[src/hw/div_pkg.sv]
// Opcode values follow the low two bits of the RISC-V M-extension funct3 encoding.
package div_pkg;

  // Default operand width. The top level overrides it through its parameter.
  parameter int DIV_DATA_WIDTH = 32;

  // Opcode written to CTRL[1:0].
  typedef enum logic [1:0] {
    DIV_OP_DIV  = 2'b00,
    DIV_OP_DIVU = 2'b01,
    DIV_OP_REM  = 2'b10,
    DIV_OP_REMU = 2'b11
  } div_op_e;

  // Iterative core state.
  typedef enum logic {
    DIV_IDLE = 1'b0,
    DIV_BUSY = 1'b1
  } div_state_e;

endpackage

[src/hw/apb_pkg.sv]
// Register map for an 8-bit APB address space; only exact word offsets are decoded.
package apb_pkg;

  parameter int APB_ADDR_WIDTH = 8;

  // Register offsets.
  localparam logic [APB_ADDR_WIDTH-1:0] REG_OPA    = 8'h00;
  localparam logic [APB_ADDR_WIDTH-1:0] REG_OPB    = 8'h04;
  localparam logic [APB_ADDR_WIDTH-1:0] REG_CTRL   = 8'h08; // Opcode in bits 1:0.
  localparam logic [APB_ADDR_WIDTH-1:0] REG_STATUS = 8'h0C; // Bit 0 busy, bit 1 done.
  localparam logic [APB_ADDR_WIDTH-1:0] REG_RESULT = 8'h10;

  // Why an access is answered with pslverr.
  typedef enum logic [1:0] {
    ERR_NONE = 2'd0,
    ERR_BUSY = 2'd1, // Unit busy, or result not yet available.
    ERR_ADDR = 2'd2  // Unmapped offset.
  } apb_err_e;

endpackage

[src/hw/div_apb_regs.sv]
// Zero-wait-state APB slave; one operation in flight, refused writes leave all state unchanged.
`timescale 1ns/1ns

module div_apb_regs #(
  parameter int DATA_WIDTH = div_pkg::DIV_DATA_WIDTH
) (
  input  logic                              clk,
  input  logic                              nrst,
  input  logic                              psel,
  input  logic                              penable,
  input  logic                              pwrite,
  input  logic [apb_pkg::APB_ADDR_WIDTH-1:0] paddr,
  input  logic [DATA_WIDTH-1:0]             pwdata,
  input  logic                              res_valid,
  input  logic [DATA_WIDTH-1:0]             result,
  output logic [DATA_WIDTH-1:0]             prdata,
  output logic                              pready,
  output logic                              pslverr,
  output logic                              start,
  output div_pkg::div_op_e                  op,
  output logic [DATA_WIDTH-1:0]             opa,
  output logic [DATA_WIDTH-1:0]             opb
);
  import div_pkg::*;
  import apb_pkg::*;

  logic                  access;
  logic                  wr_ok;
  logic                  busy;
  logic                  done;
  logic [DATA_WIDTH-1:0] result_q;
  apb_err_e              err;

  assign access = psel & penable;
  assign pready = 1'b1;

  // Classify the addressed register against the current unit state.
  always_comb begin
    err = ERR_NONE;
    case (paddr)
      REG_OPA, REG_OPB, REG_CTRL: if (pwrite && busy) err = ERR_BUSY;
      REG_STATUS: err = ERR_NONE; // Writes are ignored.
      REG_RESULT: if (!pwrite && !done) err = ERR_BUSY;
      default: err = ERR_ADDR;
    endcase
  end

  assign pslverr = access & (err != ERR_NONE);
  assign wr_ok   = access & pwrite & (err == ERR_NONE);
  assign start   = wr_ok & (paddr == REG_CTRL);
  assign op      = div_op_e'(pwdata[1:0]); // Sampled by the first stage on start.

  always_ff @(posedge clk) begin
    if (!nrst) begin
      busy <= 1'b0;
      done <= 1'b0;
    end else begin
      if (start) begin
        busy <= 1'b1;
        done <= 1'b0;
      end else if (res_valid) begin
        busy <= 1'b0;
        done <= 1'b1;
      end
    end
  end

  always_ff @(posedge clk) begin
    if (wr_ok && paddr == REG_OPA) opa <= pwdata;
    if (wr_ok && paddr == REG_OPB) opb <= pwdata;
    if (res_valid) result_q <= result;
  end

  // Read data only during an accepted read access.
  always_comb begin
    prdata = '0;
    if (access && !pwrite && err == ERR_NONE) begin
      case (paddr)
        REG_OPA:    prdata = opa;
        REG_OPB:    prdata = opb;
        REG_STATUS: prdata = DATA_WIDTH'({done, busy});
        REG_RESULT: prdata = result_q;
        default:    prdata = '0;
      endcase
    end
  end

endmodule

[src/hw/div_operand_prep.sv]
// First stage; operands are taken on start only, special cases are flagged, not resolved.
`timescale 1ns/1ns

module div_operand_prep #(
  parameter int DATA_WIDTH = div_pkg::DIV_DATA_WIDTH
) (
  input  logic                  clk,
  input  logic                  nrst,
  input  logic                  start,
  input  div_pkg::div_op_e      op,
  input  logic [DATA_WIDTH-1:0] opa,
  input  logic [DATA_WIDTH-1:0] opb,
  output logic                  prep_valid,
  output div_pkg::div_op_e      prep_op,
  output logic [DATA_WIDTH-1:0] dividend,
  output logic [DATA_WIDTH-1:0] divisor,
  output logic                  signed_op,
  output logic                  bypass
);
  import div_pkg::*;

  localparam logic [DATA_WIDTH-1:0] MOST_NEG = {1'b1, {(DATA_WIDTH-1){1'b0}}};

  logic is_signed;
  logic div_by_zero;
  logic overflow;

  assign is_signed   = (op == DIV_OP_DIV) || (op == DIV_OP_REM);
  assign div_by_zero = (opb == '0);
  // Most negative value divided by minus one.
  assign overflow    = is_signed && (opa == MOST_NEG) && (opb == '1);

  always_ff @(posedge clk) begin
    if (!nrst) begin
      prep_valid <= 1'b0;
    end else begin
      prep_valid <= start;
    end
  end

  always_ff @(posedge clk) begin
    if (start) begin
      prep_op   <= op;
      dividend  <= opa;
      divisor   <= opb;
      signed_op <= is_signed;
      bypass    <= div_by_zero | overflow;
    end
  end

endmodule

[src/hw/div_nonrestoring.sv]
// One quotient bit per cycle; divisor is never checked for zero, bypass items skip the loop.
`timescale 1ns/1ns

module div_nonrestoring #(
  parameter int DATA_WIDTH = div_pkg::DIV_DATA_WIDTH
) (
  input  logic                  clk,
  input  logic                  nrst,
  input  logic                  prep_valid,
  input  div_pkg::div_op_e      prep_op,
  input  logic [DATA_WIDTH-1:0] dividend,
  input  logic [DATA_WIDTH-1:0] divisor,
  input  logic                  signed_op,
  input  logic                  bypass,
  output logic                  core_valid,
  output div_pkg::div_op_e      core_op,
  output logic [DATA_WIDTH-1:0] core_dividend,
  output logic [DATA_WIDTH-1:0] core_divisor,
  output logic                  core_bypass,
  output logic [DATA_WIDTH-1:0] quotient,
  output logic [DATA_WIDTH-1:0] remainder
);
  import div_pkg::*;

  localparam int CNT_W = $clog2(DATA_WIDTH);

  div_state_e            state;
  logic [CNT_W-1:0]      count;
  logic [DATA_WIDTH-1:0] quo_q;
  logic [DATA_WIDTH:0]   rem_q;    // Partial remainder with one extra sign bit.
  logic                  sign_op_q;
  logic                  dvd_sign_q;
  logic                  dvd_sign_in;
  logic                  dvs_sign;
  logic [DATA_WIDTH:0]   dvs_ext;
  logic                  rem_sign;
  logic                  step_add;
  logic [DATA_WIDTH:0]   shifted;
  logic [DATA_WIDTH:0]   next_rem;
  logic                  last;
  logic [DATA_WIDTH-1:0] q_base;
  logic                  rem_nz;
  logic                  end_mismatch;
  logic                  fix_up;
  logic                  fix_down;

  assign dvd_sign_in = dividend[DATA_WIDTH-1] & signed_op;
  assign dvs_sign    = core_divisor[DATA_WIDTH-1] & sign_op_q;
  assign dvs_ext     = {dvs_sign, core_divisor};
  assign rem_sign    = rem_q[DATA_WIDTH];
  assign step_add    = rem_sign ^ dvs_sign; // Signs differ, so add back.
  assign shifted     = {rem_q[DATA_WIDTH-1:0], quo_q[DATA_WIDTH-1]};
  assign next_rem    = step_add ? shifted + dvs_ext : shifted - dvs_ext;
  assign last        = (count == CNT_W'(DATA_WIDTH - 1));

  // Final correction of the last quotient digit and the remainder.
  assign q_base       = {quo_q[DATA_WIDTH-2:0], 1'b1};
  assign rem_nz       = (rem_q != '0);
  assign end_mismatch = rem_nz && (rem_sign ^ dvd_sign_q); // Zero remainder is already exact.
  assign fix_up       = (rem_nz && rem_q == dvs_ext) || (end_mismatch && !step_add);
  assign fix_down     = (rem_nz && rem_q == -dvs_ext) || (end_mismatch && step_add);

  assign quotient  = fix_up   ? q_base + 1'b1 :
                     fix_down ? q_base - 1'b1 : q_base;
  assign remainder = fix_up   ? rem_q[DATA_WIDTH-1:0] - core_divisor :
                     fix_down ? rem_q[DATA_WIDTH-1:0] + core_divisor :
                                rem_q[DATA_WIDTH-1:0];

  always_ff @(posedge clk) begin
    if (!nrst) begin
      state      <= DIV_IDLE;
      count      <= '0;
      core_valid <= 1'b0;
    end else begin
      core_valid <= 1'b0;
      case (state)
        DIV_IDLE: begin
          if (prep_valid) begin
            count <= '0;
            if (bypass) core_valid <= 1'b1; // Result is formed downstream.
            else state <= DIV_BUSY;
          end
        end
        DIV_BUSY: begin
          count <= count + 1'b1;
          if (last) begin
            state      <= DIV_IDLE;
            core_valid <= 1'b1;
          end
        end
        default: state <= DIV_IDLE;
      endcase
    end
  end

  always_ff @(posedge clk) begin
    if (state == DIV_IDLE && prep_valid) begin
      core_op       <= prep_op;
      core_dividend <= dividend;
      core_divisor  <= divisor;
      core_bypass   <= bypass;
      sign_op_q     <= signed_op;
      dvd_sign_q    <= dvd_sign_in;
      quo_q         <= dividend;
      rem_q         <= {(DATA_WIDTH+1){dvd_sign_in}};
    end else if (state == DIV_BUSY) begin
      quo_q <= {quo_q[DATA_WIDTH-2:0], ~step_add};
      rem_q <= next_rem;
    end
  end

endmodule

[src/hw/div_result_sel.sv]
// Last stage; a bypass item is zero divisor when the divisor is zero, otherwise signed overflow.
`timescale 1ns/1ns

module div_result_sel #(
  parameter int DATA_WIDTH = div_pkg::DIV_DATA_WIDTH
) (
  input  logic                  clk,
  input  logic                  nrst,
  input  logic                  core_valid,
  input  div_pkg::div_op_e      core_op,
  input  logic [DATA_WIDTH-1:0] core_dividend,
  input  logic [DATA_WIDTH-1:0] core_divisor,
  input  logic                  core_bypass,
  input  logic [DATA_WIDTH-1:0] quotient,
  input  logic [DATA_WIDTH-1:0] remainder,
  output logic                  res_valid,
  output logic [DATA_WIDTH-1:0] result
);
  import div_pkg::*;

  logic [DATA_WIDTH-1:0] sel_quo;
  logic [DATA_WIDTH-1:0] sel_rem;
  logic                  want_quo;

  always_comb begin
    sel_quo = quotient;
    sel_rem = remainder;
    if (core_bypass) begin
      if (core_divisor == '0) begin
        sel_quo = '1;             // All ones.
        sel_rem = core_dividend;
      end else begin
        sel_quo = core_dividend;  // Overflow wraps to the dividend.
        sel_rem = '0;
      end
    end
  end

  assign want_quo = (core_op == DIV_OP_DIV) || (core_op == DIV_OP_DIVU);

  always_ff @(posedge clk) begin
    if (!nrst) begin
      res_valid <= 1'b0;
    end else begin
      res_valid <= core_valid;
    end
  end

  always_ff @(posedge clk) begin
    if (core_valid) result <= want_quo ? sel_quo : sel_rem;
  end

endmodule

[src/hw/div_apb_top.sv]
// APB divide unit; pready is tied high and only one operation runs at a time.
`timescale 1ns/1ns

module div_apb_top #(
  parameter int DATA_WIDTH = div_pkg::DIV_DATA_WIDTH
) (
  input  logic                              clk,
  input  logic                              nrst,
  input  logic                              psel,
  input  logic                              penable,
  input  logic                              pwrite,
  input  logic [apb_pkg::APB_ADDR_WIDTH-1:0] paddr,
  input  logic [DATA_WIDTH-1:0]             pwdata,
  output logic [DATA_WIDTH-1:0]             prdata,
  output logic                              pready,
  output logic                              pslverr
);
  import div_pkg::*;

  logic                  start;
  div_op_e               op;
  logic [DATA_WIDTH-1:0] opa;
  logic [DATA_WIDTH-1:0] opb;

  logic                  prep_valid;
  div_op_e               prep_op;
  logic [DATA_WIDTH-1:0] dividend;
  logic [DATA_WIDTH-1:0] divisor;
  logic                  signed_op;
  logic                  bypass;

  logic                  core_valid;
  div_op_e               core_op;
  logic [DATA_WIDTH-1:0] core_dividend;
  logic [DATA_WIDTH-1:0] core_divisor;
  logic                  core_bypass;
  logic [DATA_WIDTH-1:0] quotient;
  logic [DATA_WIDTH-1:0] remainder;

  logic                  res_valid;
  logic [DATA_WIDTH-1:0] result;

  div_apb_regs #(.DATA_WIDTH(DATA_WIDTH)) i_regs (
    .clk(clk), .nrst(nrst), .psel(psel), .penable(penable), .pwrite(pwrite),
    .paddr(paddr), .pwdata(pwdata), .res_valid(res_valid), .result(result),
    .prdata(prdata), .pready(pready), .pslverr(pslverr), .start(start),
    .op(op), .opa(opa), .opb(opb)
  );

  div_operand_prep #(.DATA_WIDTH(DATA_WIDTH)) i_prep (
    .clk(clk), .nrst(nrst), .start(start), .op(op), .opa(opa), .opb(opb),
    .prep_valid(prep_valid), .prep_op(prep_op), .dividend(dividend),
    .divisor(divisor), .signed_op(signed_op), .bypass(bypass)
  );

  div_nonrestoring #(.DATA_WIDTH(DATA_WIDTH)) i_core (
    .clk(clk), .nrst(nrst), .prep_valid(prep_valid), .prep_op(prep_op),
    .dividend(dividend), .divisor(divisor), .signed_op(signed_op), .bypass(bypass),
    .core_valid(core_valid), .core_op(core_op), .core_dividend(core_dividend),
    .core_divisor(core_divisor), .core_bypass(core_bypass),
    .quotient(quotient), .remainder(remainder)
  );

  div_result_sel #(.DATA_WIDTH(DATA_WIDTH)) i_sel (
    .clk(clk), .nrst(nrst), .core_valid(core_valid), .core_op(core_op),
    .core_dividend(core_dividend), .core_divisor(core_divisor),
    .core_bypass(core_bypass), .quotient(quotient), .remainder(remainder),
    .res_valid(res_valid), .result(result)
  );

endmodule

[config.mk]
export PLATFORM = sky130hd
export DESIGN_NAME = div_apb_top
export DESIGN_NICKNAME = d
export VERILOG_FILES = /design/src/hw/div_pkg.sv /design/src/hw/apb_pkg.sv /design/src/hw/div_apb_regs.sv /design/src/hw/div_operand_prep.sv /design/src/hw/div_nonrestoring.sv /design/src/hw/div_result_sel.sv /design/src/hw/div_apb_top.sv
export SDC_FILE = /design/constraint.sdc
export NUM_CORES = 1
export LEC_CHECK = 0
export BUFFER_PORTS_ARGS = -buffer_cell sky130_fd_sc_hd__buf_2
export CAP_MARGIN = 20
export CORE_MARGIN = 2
export CORE_UTILIZATION = 30
export CTS_CLUSTER_SIZE = 20
export DETAILED_ROUTE_END_ITERATION = 10
export PLACE_DENSITY = 0.51
export SYNTH_ARGS = -nofsm -noshare
export SYNTH_HDL_FRONTEND = slang
export SYNTH_SLANG_ARGS = --single-unit
[constraint.sdc]
create_clock -name clk -period 22.1 [get_ports clk]
set_input_delay 4.42 -clock clk [delete_from_list [all_inputs] [get_ports clk]]
set_output_delay 4.42 -clock clk [all_outputs]
set_load 0.01 [all_outputs]
==> qor.txt <==
Status: finished, final reports clean
Maxcap violations: 0
Initial antenna violation count: 1
Most frequent cells in the layout: edfxtp_1 (328), nand2_1 (214), nor2_1 (177), o21ai_0 (137), a21oi_1 (118)
Hold-critical path depth: 0
Rel. slew slack: 29.80%
Die width: 269.5 um
Reg2reg end: i_core.rem_q[31]
Std-Cell Rows: 97
Gpl congestion: 0.8937
Synth Area in Compound Gates: 18.98%
Setup WS pre-CTS: 10.21 ns
Synth async-reset ratio: 0%
H-tree levels: 2
Post-synth EDFFs: 328
Slew Limit Fails: 0
Worst EP arrival: 7.45 ns
Sequential area share after synthesis: 47.63%
First-pass GRT wire length: 110700 um
PortBufs: 77
Final wirelength: 75340 um
Cts hold-fix bufs: 0
Setup tns final: 0 ns
Postcts setup bufs: 0
Ant. Diodes: 0
Die area: 72620 um^2
Hold_sp: i_prep.divisor[10]
Mapped cell area: 21140 um^2
Nets: 2308
R2r worst-path depth: 17
CTS tree: yes
Starting density of the core: 30.24%
Period utilisation layout: 53.70%
DR vias/cell: 5.519
Grt ovf: 0
CP startpoint kind: input pin
Yosys reg bits: 339
Fill cells: 7188
Clock sink total: 339
I/O pins: 79
Core Box Area: 69910 um^2
Vias in the first global route: 17005
Avg Cell Area, Syn: 10.00 um^2
Die height: 269.5 um
Synth area leaders: edfxtp_1 (47%), ha_1 (5.8%), nand2_1 (3.8%)
Initial DRT Pass Iterations: 9
Fmax: 84.25 MHz
Worst setup path category: in -> out
Total CTS buffers: 40
# setup viols final: 0
R2R Setup Slk: 15.58 ns
Synth Flop Type: edfxtp_1
Main combinational cell family by area after synthesis: compound AO/OA/AOI/OAI gates
Clock Tree Buf Depth: 3
Yosys top cell area share: 46.59%
Mux share of post-synthesis cell area: 0.5859%
Worst Max-Slew Pin Slew: 1.050 ns
Resized Gates After CTS: 0
Detail Route Antenna Nets: 0
YS warnings: 0
Simple-gate portion of the synthesized area: 16.28%
Crit-path max FO: 34
DP Wirelength: 55980 um
1st-iter DRT viols: 1507
Unrepaired setup endpoints after global routing: false
P&R area growth vs syn: 13.20%
Critical R2R Launch: i_core.core_divisor[1]
Share of cells above drive strength 1: 10.27%
Total track usage: 20.10%
Hold path endpoint: i_core.core_divisor[10]
Cells after Synth: 2114
Syn_nets: 2260
Lkg Pwr: 0.008433 uW
Clock Skews: 0.01887 ns
Pwr dens: 58.53 nW/um^2
Setup ws final: 10.23 ns
VDD IR max: 0.05200 mV
Post-synthesis xor/xnor area fraction: 5.510%
Via count: 17274
Most common cell after layout, fill and taps aside: edfxtp_1
CP Capture Type: output pin
Worst-Skew Late Latency: 0.58 ns
Root buf cell: clkbuf_16
Yosys cell types: 97
Post-synth top area cell: edfxtp_1
Worst hold path type: reg -> reg
Largest net degree at the start of global routing: 70
Drt wl/cell: 24.07 um
Synth Area in Adders: 6.794%
Hold Vio Cnt, Final: 0
Clk slew on worst S/H paths: 0.06 ns
Fin crit period: 11.87 ns
Final routed DRC violation total: 0
Worst endpoint required time: 17.68 ns
==> routing by layer <==
metal | routed length (um) | vias to the layer above | global-route usage [%] | part of all wire, %
met3 | 4009 | 133 | 2.404 | 5.3
met5 | 9 | - | 0 | 0.012
met2 | 34460 | 624 | 32.45 | 46
li1 | - | 8092 | - | -
met1 | 33900 | 8423 | 27.51 | 45
met4 | 2965 | 2 | 7.807 | 3.9
==> logic make-up (layout without fill, tap and decap cells) <==
logic type	count (synthesis)	in the layout
DFF	339	339
adders and majority gates	116	116
buffers and inverters	222	298
and+or+nand+nor	700	700
other	1	1
AOI/OAI and AO/OA	591	591
muxes	12	12
xor gates and xnor gates	133	133
==> registers in the layout, indices dropped and copies added (netlist names), 5 cells and up <==
signal and count:
i_regs.result_q 32, i_core.rem_q 33, i_regs.opb 32, i_core.count 5, i_core.core_dividend 32, i_sel.result 32
i_prep.divisor 32, i_regs.opa 32, i_core.quo_q 32, i_prep.dividend 32, i_core.core_divisor 32
==> worst max-delay path by stage <==
stage               startpoint  depth (start not counted)       endpoint
global route          paddr[0]                         11      prdata[1]
global placement      paddr[0]                         11      prdata[3]
finish                paddr[0]                         11      prdata[1]
floorplan             paddr[0]                          8  i_prep.bypass
detailed placement    paddr[0]                         11      prdata[1]
CTS                   paddr[0]                         11      prdata[1]
==> critical path: stages <==
cell and delay (ns):
buf_2 0.09, or4_1 0.56, nor2_1 0.15, and3_1 0.18
buf_4 0.38, o211ai_1 0.17, nor2_1 0.22, nand4_1 0.53
buf_4 0.45, nor2_1 0.15, buf_2 0.14
==> power by group <==
| part | leakage [uW] | total [uW] | internal (uW) | switching [uW] |
|---|---|---|---|---|
| sequential | 0.00303 | 696 | 696 | 0.00702 |
| clock | 0.000658 | 698 | 412 | 286 |
| combinational | 0.00474 | 7.39 | 3.48 | 3.91 |
==> area by class of cell <==
| type | instances | area [um^2] | share of cell area, % |
|---|---|---|---|
| clock buffer | 47 | 1049 | 4.381 |
| clock inverter | 23 | 312.8 | 1.307 |
| inverter | 117 | 441.7 | 1.845 |
| multi-input combinational | 1553 | 10240 | 42.80 |
| sequential | 339 | 10070 | 42.07 |
| tap | 940 | 1176 | 4.914 |
| timing repair buffer | 111 | 640.6 | 2.677 |
==> stage by stage <==
stage	power (uW)	area, um^2	utilization [%]	std cells	hold slack [ns]
after detailed placement	716.6	22570	32.29	3060	0.4045
final	1401	23930	34.24	3130	0.4093
after floorplan	710.9	21140	-	2114	0.4003
after CTS	1417	23930	34.24	3130	0.4021
after global placement	716.3	22570	32.29	3060	0.4019
after global routing	1441	23930	34.24	3130	0.4210
==> synth_stat cells, drive strengths merged (8+ instances only) <==
master,number
buf,18
nor3b,9
xor2,44
nand4,40
a32oi,12
a221oi,8
dfxtp,11
or3,14
a22oi,15
nor2,179
o21a,26
or2,12
nor3,50
xnor2,89
o21ai,141
ha,98
nand2b,13
edfxtp,328
nand2,215
nor4,36
and3,21
o22ai,20
a31oi,36
o211ai,19
nand3,42
a21oi,119
clkbuf,87
and2,19
inv,116
or4,14
o21bai,24
mux2i,9
and4,8
o31ai,11
a222oi,32
a311oi,8
maj3,15
a211oi,14
a21o,25
(Power assumes the default switching activity.)
